===== config.mk =====
export PLATFORM = sky130hd
export DESIGN_NAME = execute_stage
export DESIGN_NICKNAME = d
export VERILOG_FILES = /design/src/rv_isa_pkg.sv /design/src/exec_pkg.sv /design/src/execute_stage.sv /design/src/div_unit.sv /design/src/mult_unit.sv /design/src/branch_unit.sv /design/src/alu_unit.sv /design/src/issue_dispatch.sv
export SDC_FILE = /design/constraint.sdc
export NUM_CORES = 2
export LEC_CHECK = 0
export ABC_AREA = 1
export BUFFER_PORTS_ARGS = -buffer_cell sky130_fd_sc_hd__buf_2
export CAP_MARGIN = 20
export CORE_MARGIN = 2
export CORE_UTILIZATION = 62
export DETAILED_ROUTE_END_ITERATION = 12
export PLACE_DENSITY_LB_ADDON = 0.12
export SLEW_MARGIN = 15
export SYNTH_ARGS = -nofsm -noshare
export SYNTH_HDL_FRONTEND = slang
export SYNTH_SLANG_ARGS = --single-unit

===== constraint.sdc =====
create_clock -name CLK -period 5.9 [get_ports CLK]
set_clock_uncertainty 0.2 [all_clocks]
set_input_delay 0.295 -clock CLK [delete_from_list [all_inputs] [get_ports CLK]]
set_output_delay 0.295 -clock CLK [all_outputs]
set_load 0.02 [all_outputs]

===== src/rv_isa_pkg.sv =====
// RV32 integer ISA types used by the execute units
// data word and the operation codes of each unit group
package rv_isa_pkg;

  parameter int XLEN = 32;

  typedef logic [XLEN-1:0] word_t;

  // arithmetic group, LINK writes pc + 4
  typedef enum logic [3:0] {
    ADD  = 4'd0,
    SUB  = 4'd1,
    SLL  = 4'd2,
    SLT  = 4'd3,
    SLTU = 4'd4,
    XOR  = 4'd5,
    SRL  = 4'd6,
    SRA  = 4'd7,
    OR   = 4'd8,
    AND  = 4'd9,
    LINK = 4'd10
  } alu_op_t;

  // conditional branches and jumps
  typedef enum logic [3:0] {
    BEQ  = 4'd0,
    BNE  = 4'd1,
    BLT  = 4'd2,
    BGE  = 4'd3,
    BLTU = 4'd4,
    BGEU = 4'd5,
    JAL  = 4'd6,
    JALR = 4'd7
  } br_op_t;

  typedef enum logic [1:0] {
    MUL    = 2'd0,
    MULH   = 2'd1,
    MULHSU = 2'd2,
    MULHU  = 2'd3
  } mul_op_t;

  typedef enum logic [1:0] {
    DIV  = 2'd0,
    DIVU = 2'd1,
    REM  = 2'd2,
    REMU = 2'd3
  } div_op_t;

endpackage

===== src/exec_pkg.sv =====
// execute stage transport types
// issue bundle from dispatch, completion results and branch redirect
package exec_pkg;

  // completion buffer has 8 entries
  parameter int CB_IDX_W = 3;

  typedef enum logic [1:0] {
    U_ALU = 2'd0,
    U_BR  = 2'd1,
    U_MUL = 2'd2,
    U_DIV = 2'd3
  } unit_t;

  // one tagged instruction, op is read as the enum of its unit group
  typedef struct packed {
    logic                  valid;
    unit_t                 unit;
    logic [3:0]            op;
    rv_isa_pkg::word_t     rs1;
    rv_isa_pkg::word_t     rs2;
    rv_isa_pkg::word_t     imm;
    rv_isa_pkg::word_t     pc;
    logic [4:0]            rd;
    logic [CB_IDX_W-1:0]   idx;
    logic                  pred_taken;
  } issue_t;

  // result written into the completion buffer entry idx
  typedef struct packed {
    logic                  valid;
    logic                  wen;
    logic [4:0]            rd;
    logic [CB_IDX_W-1:0]   idx;
    rv_isa_pkg::word_t     data;
  } cb_result_t;

  // fetch redirect on a jump or a mispredicted branch
  typedef struct packed {
    logic                  valid;
    rv_isa_pkg::word_t     target;
  } redirect_t;

endpackage


===== src/execute_stage.sv =====
// integer execute stage
// dispatch feeding the arithmetic, branch, multiply and divide units,
// each unit with its own completion port
`timescale 1ns/1ps

module execute_stage #(
  parameter int MUL_LATENCY = 3
) (
  input  logic                 CLK,
  input  logic                 nRST,
  input  exec_pkg::issue_t     issue,
  output logic                 issue_ready,
  output exec_pkg::cb_result_t alu_done,
  output exec_pkg::cb_result_t br_done,
  output exec_pkg::cb_result_t mul_done,
  output exec_pkg::cb_result_t div_done,
  output exec_pkg::redirect_t  redirect
);

  logic alu_start;
  logic br_start;
  logic mul_start;
  logic div_start;
  logic div_busy;

  issue_dispatch u_dispatch (
    .issue       (issue),
    .div_busy    (div_busy),
    .issue_ready (issue_ready),
    .alu_start   (alu_start),
    .br_start    (br_start),
    .mul_start   (mul_start),
    .div_start   (div_start)
  );

  alu_unit u_alu (
    .CLK       (CLK),
    .nRST      (nRST),
    .issue     (issue),
    .alu_start (alu_start),
    .alu_done  (alu_done)
  );

  branch_unit u_branch (
    .CLK      (CLK),
    .nRST     (nRST),
    .issue    (issue),
    .br_start (br_start),
    .br_done  (br_done),
    .redirect (redirect)
  );

  mult_unit #(
    .MUL_LATENCY (MUL_LATENCY)
  ) u_mult (
    .CLK       (CLK),
    .nRST      (nRST),
    .issue     (issue),
    .mul_start (mul_start),
    .mul_done  (mul_done)
  );

  div_unit u_div (
    .CLK       (CLK),
    .nRST      (nRST),
    .issue     (issue),
    .div_start (div_start),
    .div_busy  (div_busy),
    .div_done  (div_done)
  );

endmodule


===== src/div_unit.sv =====
// iterative restoring divider
// 32 shift-subtract steps on magnitudes with a final sign fix,
// zero divisor finishes the cycle after issue
`timescale 1ns/1ps

module div_unit (
  input  logic                 CLK,
  input  logic                 nRST,
  input  exec_pkg::issue_t     issue,
  input  logic                 div_start,
  output logic                 div_busy,
  output exec_pkg::cb_result_t div_done
);

  rv_isa_pkg::div_op_t           op;
  logic                          is_signed;
  logic                          is_rem_in;
  logic                          neg_a;
  logic                          neg_b;
  rv_isa_pkg::word_t             mag_a;
  rv_isa_pkg::word_t             mag_b;
  rv_isa_pkg::word_t             dvsr;
  rv_isa_pkg::word_t             rem;
  rv_isa_pkg::word_t             quo;
  rv_isa_pkg::word_t             step_rem;
  rv_isa_pkg::word_t             step_quo;
  rv_isa_pkg::word_t             q_fix;
  rv_isa_pkg::word_t             r_fix;
  logic [32:0]                   rem_shift;
  logic [32:0]                   diff;
  logic [4:0]                    cnt;
  logic                          busy;
  logic                          last_step;
  logic                          neg_q;
  logic                          neg_r;
  logic                          is_rem;
  logic [4:0]                    rd_q;
  logic [exec_pkg::CB_IDX_W-1:0] idx_q;

  assign op        = rv_isa_pkg::div_op_t'(issue.op[1:0]);
  assign is_signed = (op == rv_isa_pkg::DIV) || (op == rv_isa_pkg::REM);
  assign is_rem_in = (op == rv_isa_pkg::REM) || (op == rv_isa_pkg::REMU);
  assign neg_a     = is_signed & issue.rs1[31];
  assign neg_b     = is_signed & issue.rs2[31];
  assign mag_a     = neg_a ? -issue.rs1 : issue.rs1;
  assign mag_b     = neg_b ? -issue.rs2 : issue.rs2;

  // bit 32 of diff set means the trial subtract underflowed
  assign rem_shift = {rem, quo[31]};
  assign diff      = rem_shift - {1'b0, dvsr};
  assign step_rem  = diff[32] ? rem_shift[31:0] : diff[31:0];
  assign step_quo  = {quo[30:0], ~diff[32]};

  // remainder follows the dividend sign
  assign q_fix = neg_q ? -step_quo : step_quo;
  assign r_fix = neg_r ? -step_rem : step_rem;

  assign last_step = (cnt == 5'd31);
  assign div_busy  = busy;

  always_ff @(posedge CLK, negedge nRST) begin
    if (~nRST) begin
      busy     <= 1'b0;
      cnt      <= '0;
      div_done <= '0;
    end else begin
      div_done.valid <= 1'b0;
      if (div_start) begin
        cnt <= '0;
        if (issue.rs2 == '0) begin
          div_done.valid <= 1'b1;
          div_done.wen   <= 1'b1;
          div_done.rd    <= issue.rd;
          div_done.idx   <= issue.idx;
          div_done.data  <= is_rem_in ? issue.rs1 : {32{1'b1}};
        end else begin
          busy <= 1'b1;
        end
      end else if (busy) begin
        if (last_step) begin
          // busy drops with the result so a new divide can issue now
          busy           <= 1'b0;
          div_done.valid <= 1'b1;
          div_done.wen   <= 1'b1;
          div_done.rd    <= rd_q;
          div_done.idx   <= idx_q;
          div_done.data  <= is_rem ? r_fix : q_fix;
        end else begin
          cnt <= cnt + 5'd1;
        end
      end
    end
  end

  always_ff @(posedge CLK) begin
    if (div_start) begin
      dvsr   <= mag_b;
      quo    <= mag_a;
      rem    <= '0;
      neg_q  <= neg_a ^ neg_b;
      neg_r  <= neg_a;
      is_rem <= is_rem_in;
      rd_q   <= issue.rd;
      idx_q  <= issue.idx;
    end else if (busy) begin
      rem <= step_rem;
      quo <= step_quo;
    end
  end

endmodule


===== src/mult_unit.sv =====
// pipelined 32x32 multiplier
// product formed in the first stage, then carried with its tag through
// MUL_LATENCY registered stages, one new multiply per cycle
`timescale 1ns/1ps

module mult_unit #(
  parameter int MUL_LATENCY = 3
) (
  input  logic                 CLK,
  input  logic                 nRST,
  input  exec_pkg::issue_t     issue,
  input  logic                 mul_start,
  output exec_pkg::cb_result_t mul_done
);

  typedef struct packed {
    logic                          hi;
    logic [4:0]                    rd;
    logic [exec_pkg::CB_IDX_W-1:0] idx;
    logic [63:0]                   prod;
  } mul_stage_t;

  rv_isa_pkg::mul_op_t op;
  logic                sign_a;
  logic                sign_b;
  logic signed [32:0]  a_ext;
  logic signed [32:0]  b_ext;
  logic signed [65:0]  prod_full;
  mul_stage_t          first;
  mul_stage_t          pipe [MUL_LATENCY];
  logic [MUL_LATENCY-1:0] vld;

  assign op = rv_isa_pkg::mul_op_t'(issue.op[1:0]);

  // mulhsu treats rs2 as unsigned, mulhu both
  assign sign_a = (op != rv_isa_pkg::MULHU);
  assign sign_b = (op == rv_isa_pkg::MUL) || (op == rv_isa_pkg::MULH);
  assign a_ext  = {sign_a & issue.rs1[31], issue.rs1};
  assign b_ext  = {sign_b & issue.rs2[31], issue.rs2};

  assign prod_full = a_ext * b_ext;

  assign first.hi   = (op != rv_isa_pkg::MUL);
  assign first.rd   = issue.rd;
  assign first.idx  = issue.idx;
  assign first.prod = prod_full[63:0];

  always_ff @(posedge CLK, negedge nRST) begin
    if (~nRST) begin
      vld <= '0;
    end else begin
      vld <= {vld[MUL_LATENCY-2:0], mul_start};
    end
  end

  always_ff @(posedge CLK) begin
    if (mul_start) begin
      pipe[0] <= first;
    end
    for (int i = 1; i < MUL_LATENCY; i++) begin
      pipe[i] <= pipe[i-1];
    end
  end

  assign mul_done.valid = vld[MUL_LATENCY-1];
  assign mul_done.wen   = 1'b1;
  assign mul_done.rd    = pipe[MUL_LATENCY-1].rd;
  assign mul_done.idx   = pipe[MUL_LATENCY-1].idx;
  assign mul_done.data  = pipe[MUL_LATENCY-1].hi ? pipe[MUL_LATENCY-1].prod[63:32]
                                                 : pipe[MUL_LATENCY-1].prod[31:0];

endmodule


===== src/branch_unit.sv =====
// branch resolution unit
// evaluates the condition and target, compares against the prediction
// and sends a redirect on jumps and mispredicts
`timescale 1ns/1ps

module branch_unit (
  input  logic                 CLK,
  input  logic                 nRST,
  input  exec_pkg::issue_t     issue,
  input  logic                 br_start,
  output exec_pkg::cb_result_t br_done,
  output exec_pkg::redirect_t  redirect
);

  rv_isa_pkg::br_op_t op;
  rv_isa_pkg::word_t  a;
  rv_isa_pkg::word_t  b;
  rv_isa_pkg::word_t  pc4;
  rv_isa_pkg::word_t  jalr_sum;
  rv_isa_pkg::word_t  target;
  logic               taken;
  logic               is_jump;
  logic               mispredict;

  assign op = rv_isa_pkg::br_op_t'(issue.op);
  assign a  = issue.rs1;
  assign b  = issue.rs2;

  always_comb begin
    case (op)
      rv_isa_pkg::BEQ:  taken = (a == b);
      rv_isa_pkg::BNE:  taken = (a != b);
      rv_isa_pkg::BLT:  taken = ($signed(a) < $signed(b));
      rv_isa_pkg::BGE:  taken = ($signed(a) >= $signed(b));
      rv_isa_pkg::BLTU: taken = (a < b);
      rv_isa_pkg::BGEU: taken = (a >= b);
      rv_isa_pkg::JAL,
      rv_isa_pkg::JALR: taken = 1'b1;
      default:          taken = 1'b0;
    endcase
  end

  assign is_jump  = (op == rv_isa_pkg::JAL) || (op == rv_isa_pkg::JALR);
  assign pc4      = issue.pc + 32'd4;
  assign jalr_sum = issue.rs1 + issue.imm;
  // jalr clears bit 0 of the sum
  assign target   = (op == rv_isa_pkg::JALR) ? {jalr_sum[31:1], 1'b0} : issue.pc + issue.imm;

  assign mispredict = ~is_jump & (taken ^ issue.pred_taken);

  always_ff @(posedge CLK, negedge nRST) begin
    if (~nRST) begin
      br_done  <= '0;
      redirect <= '0;
    end else begin
      br_done.valid  <= br_start;
      redirect.valid <= br_start & (is_jump | mispredict);
      if (br_start) begin
        br_done.wen     <= is_jump;
        br_done.rd      <= issue.rd;
        br_done.idx     <= issue.idx;
        br_done.data    <= pc4;
        // not taken only matters for a branch predicted taken
        redirect.target <= taken ? target : pc4;
      end
    end
  end

endmodule


===== src/alu_unit.sv =====
// integer arithmetic unit
// single cycle ops plus the jump link value, result registered
// onto its own completion port
`timescale 1ns/1ps

module alu_unit (
  input  logic                 CLK,
  input  logic                 nRST,
  input  exec_pkg::issue_t     issue,
  input  logic                 alu_start,
  output exec_pkg::cb_result_t alu_done
);

  rv_isa_pkg::alu_op_t op;
  rv_isa_pkg::word_t   a;
  rv_isa_pkg::word_t   b;
  rv_isa_pkg::word_t   res;
  logic [4:0]          shamt;

  assign op    = rv_isa_pkg::alu_op_t'(issue.op);
  assign a     = issue.rs1;
  assign b     = issue.rs2;
  assign shamt = b[4:0];

  always_comb begin
    case (op)
      rv_isa_pkg::ADD:  res = a + b;
      rv_isa_pkg::SUB:  res = a - b;
      rv_isa_pkg::SLL:  res = a << shamt;
      rv_isa_pkg::SLT:  res = {31'd0, $signed(a) < $signed(b)};
      rv_isa_pkg::SLTU: res = {31'd0, a < b};
      rv_isa_pkg::XOR:  res = a ^ b;
      rv_isa_pkg::SRL:  res = a >> shamt;
      rv_isa_pkg::SRA:  res = rv_isa_pkg::word_t'($signed(a) >>> shamt);
      rv_isa_pkg::OR:   res = a | b;
      rv_isa_pkg::AND:  res = a & b;
      // return address of a jump
      rv_isa_pkg::LINK: res = issue.pc + 32'd4;
      default:          res = '0;
    endcase
  end

  always_ff @(posedge CLK, negedge nRST) begin
    if (~nRST) begin
      alu_done <= '0;
    end else begin
      alu_done.valid <= alu_start;
      if (alu_start) begin
        alu_done.wen  <= 1'b1;
        alu_done.rd   <= issue.rd;
        alu_done.idx  <= issue.idx;
        alu_done.data <= res;
      end
    end
  end

endmodule


===== src/issue_dispatch.sv =====
// issue dispatch for the integer execute stage
// accepts one bundle per cycle and raises the start strobe of its unit,
// holding back divides while the divider is occupied
`timescale 1ns/1ps

module issue_dispatch (
  input  exec_pkg::issue_t issue,
  input  logic             div_busy,
  output logic             issue_ready,
  output logic             alu_start,
  output logic             br_start,
  output logic             mul_start,
  output logic             div_start
);

  logic [3:0] sel;
  logic       div_blocked;
  logic       accept;

  // one-hot unit select
  always_comb begin
    sel = 4'b0000;
    case (issue.unit)
      exec_pkg::U_ALU: sel[0] = 1'b1;
      exec_pkg::U_BR:  sel[1] = 1'b1;
      exec_pkg::U_MUL: sel[2] = 1'b1;
      exec_pkg::U_DIV: sel[3] = 1'b1;
      default:         sel    = 4'b0000;
    endcase
  end

  // only a waiting divide is stalled, other units keep flowing
  assign div_blocked = issue.valid & sel[3] & div_busy;
  assign issue_ready = ~div_blocked;

  assign accept = issue.valid & issue_ready;

  assign alu_start = accept & sel[0];
  assign br_start  = accept & sel[1];
  assign mul_start = accept & sel[2];
  assign div_start = accept & sel[3];

endmodule


==> out/results.ini, run 1 <==
[logic_synthesis]
synth_nets = 11310
synth_xor_area_share_pct = 2.363
synth_flop_cell = dfxtp_1
yosysWarnings = 0
async_reset_ff_share_pct = 34.01
synth_top_family_by_area = adder cells
synth_compound_area_share_pct = 9.720
seq_area_frac_synth_pct = 16.64
synth_cell_types = 69
avgSynthCellArea_um2 = 7.630
muxShareOfSynthArea_pct = 0.6819
syn-cell-area_um2 = 73400
ys_seq_elements = 494
synth-simple-area-share_pct = 19.58
syn-instance-count = 9620
synth-adder-area-share_pct = 37.79
synth_edf_count = 148

[clocking]
htreeDepth = 2
clock_sinks = 494
numCtsBuffers = 51
cts-root-buf = clkbuf_16
clockBufferDepth = 3

[grt]
grt_pass1_vias = 97680
grt_max_degree = 100
grt_use_total_pct = 78.46
grt_overflow = 3115
grt_first_pass_wirelength_um = 697800

[place]
port_buffers = 346
dpl.hpwl_um = 263800
place.gp.congestion = 1.133
placedCellCount = 11910

[run_status]
lastStage = global routing
outcome = did not finish
error = [ERROR GRT-0116] Global routing finished with congestion. Check the congestion regions in the DRC Viewer.

[floorplan]
std_cell_rows = 126
start_util_pct = 62.33
die_x_um = 348.1
ioPinCount = 348
die_height_um = 348.1

cell usage after synthesis (7+ instances only):
library cell / instances / area (um^2)
nand2_1: 2444 / 9174
inv_1: 2089 / 7841
fa_1: 1130 / 22620
nor2_1: 500 / 1877
o21ai_0: 493 / 2467
a21oi_1: 432 / 2162
ha_1: 409 / 5117
clkbuf_1: 317 / 1190
nand3_1: 307 / 1536
dfxtp_1: 178 / 3563
dfrtp_1: 168 / 4204
edfxtp_1: 148 / 4444
xor2_1: 127 / 1112
buf_1: 83 / 311.6
xnor2_1: 71 / 621.9
nor3_1: 67 / 335.3
o22ai_1: 58 / 362.9
o211ai_1: 57 / 427.9
nand4_1: 52 / 325.3
a31oi_1: 47 / 294.0
mux2_2: 32 / 360.4
nand2_2: 30 / 187.7
a21o_1: 28 / 210.2
buf_2: 27 / 135.1
or2_2: 27 / 168.9
o221ai_1: 23 / 201.4
nor4_1: 21 / 131.4
o21bai_1: 20 / 150.1
nand3b_1: 16 / 120.1
mux2i_1: 14 / 140.1
o21a_1: 14 / 105.1
buf_4: 13 / 97.59
a2111oi_0: 12 / 105.1
inv_2: 12 / 45.04
o21ai_1: 12 / 60.06
a211oi_1: 11 / 82.58
clkinv_1: 11 / 41.29
nor2_2: 11 / 68.82
o2111ai_1: 11 / 96.34
a221oi_1: 8 / 70.07
and3_1: 8 / 50.05
nand2_4: 7 / 78.83
nor2_4: 7 / 78.83
cells by family after synthesis:
kind of cell / after synthesis
and+or+nand+nor: 3521
buffers and inverters: 2556
adders and majority gates: 1539
AOI/OAI and AO/OA: 1265
DFF: 494
xor gates and xnor gates: 198
muxes: 46
other: 1
stage by stage:
step,cell area (um^2),setup slack [ps],hold slack (ps)
after CTS,90960,-980.0,7.493
after detailed placement,83180,-2205,112.1
after global placement,83180,-1929,110.2
after floorplan,74350,-1397,-200.6
routing by layer:
layer  GRT overflow  global-route usage (%)
met1             82                   77.24
met2           2089                   100.1
met3             99                   58.05
met4            826                   77.70
met5             19                   36.01
timing repair:
| action | in CTS |
|---|---|
| setup buffers | 207 |
| gates cloned | 18 |
| hold buffers | 47 |
| pin swaps | 380 |
| resized for setup | 950 |
| endpoints found under the setup margin | 53 |
| hold endpoints to repair | 175 |
==> run 2, diff against run 1 <==
--- a/config.mk
+++ b/config.mk
@@ -9,9 +9,9 @@
 export BUFFER_PORTS_ARGS = -buffer_cell sky130_fd_sc_hd__buf_2
 export CAP_MARGIN = 20
 export CORE_MARGIN = 2
-export CORE_UTILIZATION = 62
+export CORE_UTILIZATION = 40
 export DETAILED_ROUTE_END_ITERATION = 12
-export PLACE_DENSITY_LB_ADDON = 0.12
+export PLACE_DENSITY_LB_ADDON = 0.15
 export SLEW_MARGIN = 15
 export SYNTH_ARGS = -nofsm -noshare
 export SYNTH_HDL_FRONTEND = slang
==> out/results.ini, run 2 <==
[route]
drtAntennaViolNets = 0
route.final.wire_length_um = 345900
drc = 0
dr.first_iter.drc_count = 6447
vias = 70230
drt_pass1_iterations = 6
via_per_inst = 5.313
wl_per_cell_um = 26.17

[logic_synthesis]
syn-cell-area_um2 = 73400
yosysTopAreaCell = fa_1
yosysWarnings = 0
muxShareOfSynthArea_pct = 0.6819
synth_most_common_cell = nand2_1
synth.area.top_cells = fa_1 31%, nand2_1 12%, inv_1 11%, ha_1 7.0%, edfxtp_1 6.1%
seq_area_frac_synth_pct = 16.64
synth_edf_count = 148
synth-adder-area-share_pct = 37.79
synth_nets = 11310
async_reset_ff_share_pct = 34.01
syn-instance-count = 9620
ys_seq_elements = 494
avgSynthCellArea_um2 = 7.630
synth_flop_cell = dfxtp_1
synth_cell_types = 69
synth_xor_area_share_pct = 2.363
synth_top_family_by_area = adder cells
ys_top_cells_by_count = 2444 x nand2_1, 2089 x inv_1, 1130 x fa_1
synth-simple-area-share_pct = 19.58
synth_compound_area_share_pct = 9.720
synth_top_area_share_pct = 30.82

[critical_path]
crit_path_top_delay_cell = fa_2
crit_family = adder cells
required_ps = 6170
max_stage_delay_ps = 650
crit_fanout = 7
crit_buf_inv = 10
worst-setup-path-type = in -> reg
arrival_ps = 7040
end_kind = flip-flop
rrSetupSlack_ps = 870
crit_path_start_kind = input pin

[place]
place.gp.congestion = 1.045
placedCellCount = 12860
port_buffers = 346
dpl.hpwl_um = 291000

[grt]
grt_first_pass_wirelength_um = 496700
grt_max_degree = 130
antenna_found_initial = 35
grt_pass1_vias = 71270
grt_use_total_pct = 36.95
grt_overflow = 0

[layout]
final_common_cell = nand2_1
largest_reg_flops = 219
nNetsFinal = 12450
stdcell_count = 13220
drive_gt1_share_pct = 21.37
regMostFlops = u_mult.pipe
synthToLayoutAreaGrowth_pct = 26.96
most-common-layout-cells = 2374 x nand2_1, 1951 x inv_1, 1058 x fa_1
final_core_util_pct = 51.01

[clocking]
cts-root-buf = clkbuf_16
numCtsBuffers = 58
clock_sinks = 494
clk_latency_ps = 730
htreeDepth = 2
clockBufferDepth = 3
cts_tree = yes
clk_pin_slew_ps = 70

[run_status]
outcome = complete, but fails checks
violations = negative setup slack

[timing]
max-slew-margin-rel_pct = 27.30
finalHoldViolations = 0
rsz0062_at_grt = yes
setup_slack_ps = -871.5
drv_slew = 0
setup_viol = 43
fmax_mhz = 147.7
min_period_over_period_pct = 114.8
tightest_slew_ps = 1091
whs_ps = 8.675
period_minus_slack_ps = 6771

[job]
maxCapViolCount = 0

[floorplan]
std_cell_rows = 157
die_area_um2 = 186900
coreArea_um2 = 182700
ioPinCount = 348
start_util_pct = 40.18
die_x_um = 432.4
die_height_um = 432.4

[min_path]
min_path_type = in -> reg

-- run 2: cell counts after synthesis --
Identical to the previous run, type by type.
-- run 2: routing by layer --
| layer | global-route usage, % | routed length (um) | vias up |
|---|---|---|---|
| met3 | 5.682 | 24080 | 561 |
| li1 | - | - | 31610 |
| met5 | 0 | 45 | - |
| met1 | 49.42 | 144900 | 35380 |
| met4 | 18.80 | 21040 | 8 |
| met2 | 58.09 | 155800 | 2667 |
-- run 2: cells by family (layout without fill, tap and decap cells) --
| logic type | Yosys count | in the layout |
|---|---|---|
| other | 1 | 18 |
| XOR/XNOR | 198 | 198 |
| flip-flops | 494 | 494 |
| AND/OR/NAND/NOR | 3521 | 3521 |
| multiplexers | 46 | 46 |
| adder cells (fa/ha/maj) | 1539 | 1539 |
| buffers and inverters | 2556 | 3753 |
| AO/OA/AOI/OAI | 1265 | 1265 |
-- run 2: timing repair --
action	in CTS	in global routing
pin swaps	231	207
hold buffers	59	0
setup endpoints to repair	50	48
gates cloned	8	5
gates resized for setup	572	380
hold endpoints to repair	267	0
setup buffers	102	74
-- run 2: tightest hold or removal path: stages --
cell	delay, ps
buf_4	140
buf_4	220
xor2_1	90
inv_1	50
-- run 2: metrics by stage --
| stage | setup slack (ps) | area [um^2] | TNS, ps |
|---|---|---|---|
| 2_1_floorplan | -1397 | 74350 | -41760 |
| 3_3_place_gp | -2197 | 85300 | -87940 |
| 3_5_place_dp | -2251 | 85300 | -89460 |
| 4_1_cts | -789.9 | 91070 | -22830 |
| 5_1_grt | -1065 | 93170 | -33060 |
| 6_report | -871.5 | 93180 | -26810 |
-- run 2: layout make-up --
cell class                 count  area [um^2]
sequential                   494        12210
tap                         2385         2984
clock inverter                33        322.8
fill                       17880        89500
inverter                    2112         8001
antenna                       17        42.54
timing repair buffer        1532        13460
clock buffer                  76         1664
multi-input combinational   6570        54490
-- run 2: worst paths after layout --
kind                                             startpoint                             end  cells after the start
worst max-delay path                             issue[137]    u_mult.pipe[0][62]$_DFFE_PP_                     29
worst min-delay path                              issue[94]        u_div.dvsr[21]$_DFFE_PP_                      4
worst max register to register      u_div.quo[31]$_DFFE_PP_  u_div.div_done[30]$_DFFE_PN0P_                     30
worst min register to register  u_mult.pipe[0][123]$_DFF_P_     u_mult.pipe[0][196]$_DFF_P_                      0
max in group asynchronous                              nRST  u_div.div_done[26]$_DFFE_PN0P_                      4
min in group asynchronous                              nRST  u_alu.alu_done[17]$_DFFE_PN0P_                      4
Power of run 2 is left out: the tool's default activity adds up to more than one toggle a clock period on the data nets, which glitch-free logic cannot reach.
